==> src/common/game_pkg.sv <==
package game_pkg;

    typedef logic [9:0] xcoord_t;
    typedef logic [8:0] ycoord_t;

    typedef enum logic [1:0] {
        GAME_READY = 2'b00,
        GAME_PLAY  = 2'b01,
        GAME_LOSE  = 2'b10,
        GAME_WIN   = 2'b11
    } game_state_e;

    // make codes of scan code set 2
    localparam logic [7:0] KEY_W = 8'h1D;
    localparam logic [7:0] KEY_A = 8'h1C;
    localparam logic [7:0] KEY_S = 8'h1B;
    localparam logic [7:0] KEY_D = 8'h23;
    localparam logic [7:0] KEY_R = 8'h2D;

    localparam xcoord_t FIELD_W   = 10'd551;
    localparam ycoord_t FIELD_H   = 9'd401;
    localparam xcoord_t PLAYER_W  = 10'd47;
    localparam ycoord_t PLAYER_H  = 9'd41;
    localparam xcoord_t BLOCK_W   = 10'd25;
    localparam ycoord_t BLOCK_H   = 9'd42;
    localparam xcoord_t FLAKE_W   = 10'd24;
    localparam ycoord_t FLAKE_H   = 9'd26;
    localparam xcoord_t MONSTER_W = 10'd34;
    localparam ycoord_t MONSTER_H = 9'd33;

    localparam logic [5:0] NUM_BLOCKS   = 6'd50;
    localparam logic [5:0] NUM_FLAKES   = 6'd15;
    localparam logic [5:0] NUM_MONSTERS = 6'd2;

    localparam xcoord_t    START_X     = 10'd10;
    localparam ycoord_t    START_Y     = 9'd267;
    localparam logic [3:0] HEALTH_INIT = 4'd5;

    typedef xcoord_t block_x_t [NUM_BLOCKS];
    typedef ycoord_t block_y_t [NUM_BLOCKS];
    typedef ycoord_t flake_y_t [NUM_FLAKES];

    // floor row, two middle ledges, upper ledge
    function automatic block_x_t block_x_init();
        block_x_t t;
        for (int i = 0; i < NUM_BLOCKS; i++) begin
            if (i < 22) begin
                t[i] = xcoord_t'(25 * i);
            end else if (i < 29) begin
                t[i] = xcoord_t'(100 + 25 * (i - 22));
            end else if (i < 36) begin
                t[i] = xcoord_t'(300 + 25 * (i - 29));
            end else begin
                t[i] = xcoord_t'(200 + 25 * (i - 36));
            end
        end
        return t;
    endfunction

    function automatic block_y_t block_y_init();
        block_y_t t;
        for (int i = 0; i < NUM_BLOCKS; i++) begin
            t[i] = (i < 22) ? 9'd400 : (i < 36) ? 9'd310 : 9'd230;
        end
        return t;
    endfunction

    function automatic flake_y_t flake_y_init();
        flake_y_t t;
        for (int i = 0; i < NUM_FLAKES; i++) begin
            t[i] = ycoord_t'(26 * i);
        end
        return t;
    endfunction

    localparam block_x_t BLOCK_X = block_x_init();
    localparam block_y_t BLOCK_Y = block_y_init();

    // one column of flakes
    localparam xcoord_t FLAKE_X [NUM_FLAKES] = '{default: 10'd30};
    localparam flake_y_t FLAKE_Y = flake_y_init();

    localparam xcoord_t MONSTER_X [NUM_MONSTERS] = '{10'd250, 10'd300};
    localparam ycoord_t MONSTER_Y [NUM_MONSTERS] = '{9'd197, 9'd367};

    // half-open spans [a, a+a_len) and [b, b+b_len) share a pixel
    function automatic logic spans_overlap(input int a, input int a_len,
                                           input int b, input int b_len);
        return (a < b + b_len) && (b < a + a_len);
    endfunction

endpackage

==> src/motion/ground_collision.sv <==
module ground_collision (
    input  game_pkg::xcoord_t pos_x_i,
    input  game_pkg::ycoord_t pos_y_i,
    output logic              blk_down_o,
    output logic              blk_up_o,
    output logic              blk_right_o,
    output logic              blk_left_o
);

    int px;
    int py;

    assign px = int'(pos_x_i);
    assign py = int'(pos_y_i);

    always_comb begin
        int  bx;
        int  by;
        logic x_ov;
        logic y_ov;

        // field edges first
        blk_left_o  = (px == 0);
        blk_up_o    = (py == 0);
        blk_right_o = (px + int'(game_pkg::PLAYER_W) == int'(game_pkg::FIELD_W));
        blk_down_o  = (py + int'(game_pkg::PLAYER_H) == int'(game_pkg::FIELD_H));

        for (int i = 0; i < game_pkg::NUM_BLOCKS; i++) begin
            bx   = int'(game_pkg::BLOCK_X[i]);
            by   = int'(game_pkg::BLOCK_Y[i]);
            x_ov = game_pkg::spans_overlap(px, int'(game_pkg::PLAYER_W),
                                           bx, int'(game_pkg::BLOCK_W));
            y_ov = game_pkg::spans_overlap(py, int'(game_pkg::PLAYER_H),
                                           by, int'(game_pkg::BLOCK_H));

            // standing on top of a block
            if (x_ov && (py + int'(game_pkg::PLAYER_H) == by)) begin
                blk_down_o = 1'b1;
            end
            // head against the underside
            if (x_ov && (py == by + int'(game_pkg::BLOCK_H))) begin
                blk_up_o = 1'b1;
            end
            if (y_ov && (px + int'(game_pkg::PLAYER_W) == bx)) begin
                blk_right_o = 1'b1;
            end
            if (y_ov && (px == bx + int'(game_pkg::BLOCK_W))) begin
                blk_left_o = 1'b1;
            end
        end
    end

endmodule

==> src/motion/motion_ctrl.sv <==
module motion_ctrl #(
    parameter int STEP_CYCLES = 4
) (
    input  logic                  clk,
    input  logic                  rst_n_i,
    input  logic                  up_i,
    input  logic                  left_i,
    input  logic                  down_i,
    input  logic                  right_i,
    input  logic                  restart_i,
    input  game_pkg::game_state_e state_i,
    output game_pkg::xcoord_t     pos_x_o,
    output game_pkg::ycoord_t     pos_y_o
);

    localparam int CNT_W = $clog2(STEP_CYCLES + 2);

    logic [CNT_W-1:0] cnt_x;
    logic [CNT_W-1:0] cnt_y;
    logic             blk_down;
    logic             blk_up;
    logic             blk_right;
    logic             blk_left;
    logic             playing;
    logic             go_left;
    logic             go_up;

    ground_collision u_ground_collision (
        .pos_x_i     (pos_x_o),
        .pos_y_i     (pos_y_o),
        .blk_down_o  (blk_down),
        .blk_up_o    (blk_up),
        .blk_right_o (blk_right),
        .blk_left_o  (blk_left)
    );

    assign playing = (state_i == game_pkg::GAME_PLAY);

    // right and down win when both keys of an axis are held
    assign go_left = left_i & ~right_i;
    assign go_up   = up_i & ~down_i;

    // x axis step timer
    always_ff @(posedge clk) begin
        if (!rst_n_i || restart_i) begin
            cnt_x   <= '0;
            pos_x_o <= game_pkg::START_X;
        end else if (playing && (left_i || right_i)) begin
            if (cnt_x == CNT_W'(STEP_CYCLES)) begin
                cnt_x <= '0;
                if (go_left && !blk_left) begin
                    pos_x_o <= pos_x_o - 1'b1;
                end else if (right_i && !blk_right) begin
                    pos_x_o <= pos_x_o + 1'b1;
                end
            end else begin
                cnt_x <= cnt_x + 1'b1;
            end
        end
    end

    // y axis step timer
    always_ff @(posedge clk) begin
        if (!rst_n_i || restart_i) begin
            cnt_y   <= '0;
            pos_y_o <= game_pkg::START_Y;
        end else if (playing && (up_i || down_i)) begin
            if (cnt_y == CNT_W'(STEP_CYCLES)) begin
                cnt_y <= '0;
                if (go_up && !blk_up) begin
                    pos_y_o <= pos_y_o - 1'b1;
                end else if (down_i && !blk_down) begin
                    pos_y_o <= pos_y_o + 1'b1;
                end
            end else begin
                cnt_y <= cnt_y + 1'b1;
            end
        end
    end

endmodule

==> src/verilog/contact_detect.sv <==
module contact_detect (
    input  logic                               clk,
    input  logic                               rst_n_i,
    input  logic                               restart_i,
    input  game_pkg::xcoord_t                  pos_x_i,
    input  game_pkg::ycoord_t                  pos_y_i,
    output logic [game_pkg::NUM_FLAKES-1:0]    flake_got_o,
    output logic                               hit_o
);

    logic [game_pkg::NUM_FLAKES-1:0]   flake_ov;
    logic [game_pkg::NUM_MONSTERS-1:0] mon_ov;
    logic [game_pkg::NUM_MONSTERS-1:0] stand_on;
    logic [game_pkg::NUM_MONSTERS-1:0] frozen;
    logic [game_pkg::NUM_MONSTERS-1:0] prev_ov;
    int                                px;
    int                                py;

    assign px = int'(pos_x_i);
    assign py = int'(pos_y_i);

    always_comb begin
        for (int i = 0; i < game_pkg::NUM_FLAKES; i++) begin
            flake_ov[i] =
                game_pkg::spans_overlap(px, int'(game_pkg::PLAYER_W),
                                        int'(game_pkg::FLAKE_X[i]), int'(game_pkg::FLAKE_W)) &&
                game_pkg::spans_overlap(py, int'(game_pkg::PLAYER_H),
                                        int'(game_pkg::FLAKE_Y[i]), int'(game_pkg::FLAKE_H));
        end
    end

    always_comb begin
        logic x_ov;

        for (int m = 0; m < game_pkg::NUM_MONSTERS; m++) begin
            x_ov = game_pkg::spans_overlap(px, int'(game_pkg::PLAYER_W),
                                           int'(game_pkg::MONSTER_X[m]),
                                           int'(game_pkg::MONSTER_W));
            mon_ov[m] = x_ov &&
                game_pkg::spans_overlap(py, int'(game_pkg::PLAYER_H),
                                        int'(game_pkg::MONSTER_Y[m]),
                                        int'(game_pkg::MONSTER_H));
            // feet resting on the monster top freeze it
            stand_on[m] = x_ov &&
                (py + int'(game_pkg::PLAYER_H) == int'(game_pkg::MONSTER_Y[m]));
        end
    end

    // sticky flags and edge detect on monster overlap
    always_ff @(posedge clk) begin
        if (!rst_n_i || restart_i) begin
            flake_got_o <= '0;
            frozen      <= '0;
            prev_ov     <= '0;
            hit_o       <= 1'b0;
        end else begin
            flake_got_o <= flake_got_o | flake_ov;
            frozen      <= frozen | stand_on;
            prev_ov     <= mon_ov;
            hit_o       <= |(mon_ov & ~prev_ov & ~frozen);
        end
    end

endmodule

==> src/verilog/game_tally.sv <==
module game_tally (
    input  logic                            clk,
    input  logic                            rst_n_i,
    input  logic                            restart_i,
    input  logic [game_pkg::NUM_FLAKES-1:0] flake_got_i,
    input  logic                            hit_i,
    output logic [3:0]                      score_o,
    output logic [3:0]                      health_o,
    output game_pkg::game_state_e           state_o
);

    logic [3:0] flake_cnt;

    // population count of collected flakes
    always_comb begin
        flake_cnt = '0;
        for (int i = 0; i < game_pkg::NUM_FLAKES; i++) begin
            flake_cnt = flake_cnt + 4'(flake_got_i[i]);
        end
    end

    always_ff @(posedge clk) begin
        if (!rst_n_i) begin
            score_o  <= '0;
            health_o <= game_pkg::HEALTH_INIT;
            state_o  <= game_pkg::GAME_READY;
        end else if (restart_i) begin
            score_o  <= '0;
            health_o <= game_pkg::HEALTH_INIT;
            case (state_o)
                game_pkg::GAME_READY: state_o <= game_pkg::GAME_PLAY;
                default:              state_o <= game_pkg::GAME_READY;
            endcase
        end else begin
            score_o <= flake_cnt;
            // health saturates at zero
            if (hit_i && state_o == game_pkg::GAME_PLAY && health_o != 4'd0) begin
                health_o <= health_o - 1'b1;
            end
            case (state_o)
                game_pkg::GAME_PLAY: begin
                    if (&flake_got_i) begin
                        state_o <= game_pkg::GAME_WIN;
                    end else if (health_o == 4'd0) begin
                        state_o <= game_pkg::GAME_LOSE;
                    end
                end
                default: state_o <= state_o;
            endcase
        end
    end

endmodule

==> src/verilog/key_decoder.sv <==
module key_decoder (
    input  logic       clk,
    input  logic       rst_n_i,
    input  logic       code_valid_i,
    input  logic [7:0] code_i,
    input  logic       break_i,
    output logic       up_o,
    output logic       left_o,
    output logic       down_o,
    output logic       right_o,
    output logic       restart_o
);

    logic make;

    // a release of any key counts as no key held
    assign make = code_valid_i & ~break_i;

    // direction levels only change on a strobe
    always_ff @(posedge clk) begin
        if (!rst_n_i) begin
            up_o    <= 1'b0;
            left_o  <= 1'b0;
            down_o  <= 1'b0;
            right_o <= 1'b0;
        end else if (code_valid_i) begin
            up_o    <= make && (code_i == game_pkg::KEY_W);
            left_o  <= make && (code_i == game_pkg::KEY_A);
            down_o  <= make && (code_i == game_pkg::KEY_S);
            right_o <= make && (code_i == game_pkg::KEY_D);
        end
    end

    // restart is a single cycle pulse per make of R
    always_ff @(posedge clk) begin
        if (!rst_n_i) begin
            restart_o <= 1'b0;
        end else begin
            restart_o <= make && (code_i == game_pkg::KEY_R);
        end
    end

endmodule

==> src/verilog/platform_top.sv <==
module platform_top #(
    parameter int STEP_CYCLES = 4
) (
    input  logic                  clk,
    input  logic                  rst_n_i,
    input  logic                  code_valid_i,
    input  logic [7:0]            code_i,
    input  logic                  break_i,
    output game_pkg::xcoord_t     pos_x_o,
    output game_pkg::ycoord_t     pos_y_o,
    output logic [3:0]            score_o,
    output logic [3:0]            health_o,
    output game_pkg::game_state_e game_state_o
);

    logic                            up;
    logic                            left;
    logic                            down;
    logic                            right;
    logic                            restart;
    logic [game_pkg::NUM_FLAKES-1:0] flake_got;
    logic                            hit;

    key_decoder u_key_decoder (
        .clk          (clk),
        .rst_n_i      (rst_n_i),
        .code_valid_i (code_valid_i),
        .code_i       (code_i),
        .break_i      (break_i),
        .up_o         (up),
        .left_o       (left),
        .down_o       (down),
        .right_o      (right),
        .restart_o    (restart)
    );

    motion_ctrl #(
        .STEP_CYCLES (STEP_CYCLES)
    ) u_motion_ctrl (
        .clk       (clk),
        .rst_n_i   (rst_n_i),
        .up_i      (up),
        .left_i    (left),
        .down_i    (down),
        .right_i   (right),
        .restart_i (restart),
        .state_i   (game_state_o),
        .pos_x_o   (pos_x_o),
        .pos_y_o   (pos_y_o)
    );

    contact_detect u_contact_detect (
        .clk         (clk),
        .rst_n_i     (rst_n_i),
        .restart_i   (restart),
        .pos_x_i     (pos_x_o),
        .pos_y_i     (pos_y_o),
        .flake_got_o (flake_got),
        .hit_o       (hit)
    );

    game_tally u_game_tally (
        .clk         (clk),
        .rst_n_i     (rst_n_i),
        .restart_i   (restart),
        .flake_got_i (flake_got),
        .hit_i       (hit),
        .score_o     (score_o),
        .health_o    (health_o),
        .state_o     (game_state_o)
    );

endmodule
==> config.mk <==
export PLATFORM = sky130hd
export DESIGN_NAME = platform_top
export DESIGN_NICKNAME = d
export VERILOG_FILES = /design/src/common/game_pkg.sv /design/src/motion/ground_collision.sv /design/src/motion/motion_ctrl.sv /design/src/verilog/contact_detect.sv /design/src/verilog/game_tally.sv /design/src/verilog/key_decoder.sv /design/src/verilog/platform_top.sv
export SDC_FILE = /design/constraint.sdc
export NUM_CORES = 1
export LEC_CHECK = 0
export ABC_AREA = 1
export BUFFER_PORTS_ARGS = -buffer_cell sky130_fd_sc_hd__buf_2
export CAP_MARGIN = 10
export CORE_MARGIN = 2
export CORE_UTILIZATION = 64
export CTS_CLUSTER_SIZE = 25
export DETAILED_ROUTE_END_ITERATION = 8
export PLACE_DENSITY = 0.85
export SLEW_MARGIN = 20
export SYNTH_ARGS = -nofsm -noshare
export SYNTH_HDL_FRONTEND = slang
export SYNTH_HIERARCHICAL = 1
export SYNTH_SLANG_ARGS = --single-unit
export TNS_END_PERCENT = 20
==> constraint.sdc <==
create_clock -name clk -period 5 [get_ports clk]
set_input_delay 0.5 -clock clk [delete_from_list [all_inputs] [get_ports clk]]
set_output_delay 0.5 -clock clk [all_outputs]
set_load 0.01 [all_outputs]
==> results.yml <==
cts:
  cts_resized: 0
  clk-insertion-delay-late_ps: 340
  root_buffer: "clkbuf_16"
  cts-buffers-inserted: 9
  clkTransAtPathRegs_ps: 60
  clockBufferDepth: 2
  htreeDepth: 3
  ctsHoldBuffers: 0
  cts_tree: "yes"
  cts_setup_buffers: 0
  cts_sinks: 60
global_routing:
  grt_pass1_wl_um: 40700
  track_usage_pct: 39.0
  grt_start_max_net_pins: 19
  grt_antenna_before_repair: 0
  grt_pass1_vias: 8607
  overflow: 0
timing:
  slew_headroom_pct: 32.4
  setup_viol: 0
  hold_viol: 0
  finalCriticalPeriod_ps: 4560
  report.final.slew_viol_count: 0
  grt_setup_unrepaired: "no"
  finalSetupTns_ps: 0
  setup_slack_ps: 441
  tightest_slew_ps: 1010
  whs_ps: 452
  fmax_mhz: 219
  clock_skew_ps: 9.77
  finalCritPeriodShare_pct: 91.2
logic_synthesis:
  avgSynthCellArea_um2: 5.78
  synthCells: 1338
  async_reset_ff_share_pct: 0
  ys.warnings.count: 6
  syn_nets: 1393
  synthFlopType: "dfxtp_1"
  netlist_area_um2: 7730
  synth_edf_count: 0
  synthDistinctLibCells: 54
  ys_ff_latch: 60
  ys_seq_area_share_pct: 15.5
setup_path:
  timing_worst_setup_path_type: "reg -> reg"
  slowest_stage: "dfxtp_1"
  required_ps: 5240
  path_buf_inv: 4
  worstPathMaxFanout: 17
  crit_top_cell: "nand2_1"
  crit_family: "simple AND/OR/NAND/NOR gates"
  end_kind: "flip-flop"
  critical_path.max_stage_delay_ps: 770
  cp_data_arrival_time_ps: 4800
  cp-start-kind: "flip-flop"
placed_design:
  io_buffers: 40
  place_ws_ps: 558
  place_congestion: 1.11
  dpl_cell_area_um2: 8090
  dpl.hpwl_um: 19300
  numPlacedInstances: 1520
detailed_routing:
  wl_per_cell_um: 16.6
  vias_per_cell: 6.06
  vias: 9315
  drc_errors: 0
  dr.pass1.iters: 5
  totalWireLength_um: 25500
  ant_nets: 0
  drtIter0Drc: 1244
floorplanning:
  ioPinCount: 41
  core_um2: 11900
  num_rows: 40
  floorplan.initialDensity_pct: 64.9
  die_h_um: 114
  die_area_um2: 13000
  die-width_um: 114
cells_and_area:
  nNetsFinal: 1439
  post_route_cells_drive_above_1_share_pct: 13.8
  finalInstanceArea_um2: 8420
  layout_common_cells: "309 x nand2_1, 195 x inv_1, 159 x nor2_1"
  final_common_cell: "nand2_1"
  num_antenna_cells: 0
  layoutNonFillerInstCount: 1536
  fill_cells: 1038
  syn2layout_area_growth_pct: 8.83
pwr:
  ir_worst_vdd_mv: 0.123
  cellPowerDensity_nw_per_um2: 141
  power_leakage_nw: 4.24
flow_run:
  maxCapViolations: 0
hold_path:
  min_path_type: "in -> reg"
outcome:
  status: "finished clean"
[per-layer routing]
layer | vias to the layer above | track usage [%] | wire length (um)
li1 | 4434 | - | -
met1 | 4214 | 48.1 | 9840
met2 | 551 | 64.0 | 11900
met3 | 116 | 8.02 | 2410
met4 | 0 | 21.2 | 1330
met5 | - | 0 | 0
[through the flow]
stage                     utilization [%]  total power [mW]
after global placement               67.9             0.523
after detailed placement             67.9             0.524
after floorplan                         -             0.512
after CTS                            70.6              1.19
final                                70.7              1.19
after global routing                 70.7              1.22
[cell type report]
cell class                 count  area [um^2]  share of cell area (%)
sequential                    60         1200                    14.3
timing repair buffer          61          358                    4.25
inverter                     223          847                    10.1
clock buffer                   9          225                    2.68
multi-input combinational   1029         5500                    65.4
tap                          147          184                    2.19
clock inverter                 7         98.8                    1.17
[path summary, 6_finish.rpt]
path | start | end | slack (ps) | depth (start not counted)
worst max-delay path | u_motion_ctrl/pos_x_o[4]$_SDFFE_PP0P_ | u_motion_ctrl/pos_y_o[7]$_SDFFE_PP0P_ | 440 | 30
worst min-delay path | break_i | u_key_decoder/restart_o$_SDFF_PN0_ | 450 | 4
worst max register to register | u_motion_ctrl/pos_x_o[4]$_SDFFE_PP0P_ | u_motion_ctrl/pos_y_o[7]$_SDFFE_PP0P_ | 440 | 30
worst min register to register | u_contact_detect/frozen[0]$_SDFF_PP0_ | u_contact_detect/frozen[0]$_SDFF_PP0_ | 470 | 2
[synthesized netlist by cell type (5+ instances only)]
cell type  number  area share (%)
a211oi_1        8            0.78
a21oi_1        80             5.2
a31oi_1         8            0.65
buf_2           6            0.39
buf_4           9            0.87
buf_6           6            0.87
dfxtp_1        60              16
fa_1           10             2.6
ha_1           33             5.3
inv_1         195             9.5
inv_2          24             1.2
nand2_1       310              15
nand2_2        34             2.8
nand2_4         6            0.87
nand3_1       134             8.7
nand3_2        10             1.3
nand3b_1        6            0.58
nand4_1        30             2.4
nor2_1        159             7.7
nor2_2         16             1.3
nor2_4          8             1.2
nor3_1         19             1.2
nor4_1         10            0.81
o211ai_1        8            0.78
o21ai_0        62             4.0
o21ai_1        13            0.84
o31ai_1         5            0.49
xnor2_1         8            0.91
xor2_1         12             1.4
[logic make-up (layout without fill, tap and decap cells)]
kind of cell | after synthesis | count (layout) | synth area share, %
compound gates | 209 | 209 | 15.4
xor+xnor | 20 | 20 | 2.27
fa+ha+maj | 43 | 43 | 7.93
buf+inv | 249 | 300 | 13.3
flops | 60 | 60 | 15.5
simple gates | 757 | 757 | 45.6
[registers in the layout (all words and copies together), names as in the netlist, 3 cells and up]
signal and count:
u_contact_detect/flake_got_o 15, u_motion_ctrl/pos_x_o 10, u_motion_ctrl/pos_y_o 9, u_game_tally/health_o 4, u_game_tally/score_o 4, u_motion_ctrl/cnt_x 3
u_motion_ctrl/cnt_y 3
[report_power, final]
| part | internal (mW) | total (mW) | switching [mW] |
|---|---|---|---|
| Sequential | 0.480 | 0.481 | 0.00110 |
| Clock | 0.438 | 0.675 | 0.237 |
| Combinational | 0.0107 | 0.0334 | 0.0228 |
[worst register-to-register path, delay by kind of cell, from the launching register on]
family                     cells  cell delay, ps
buffers and inverters          4             520
and+or+nand+nor               22            2310
AOI/OAI and AO/OA              3             560
adders and majority gates      1             300
DFF                            1             770
Note: power is estimated with default switching activity, not from simulation.
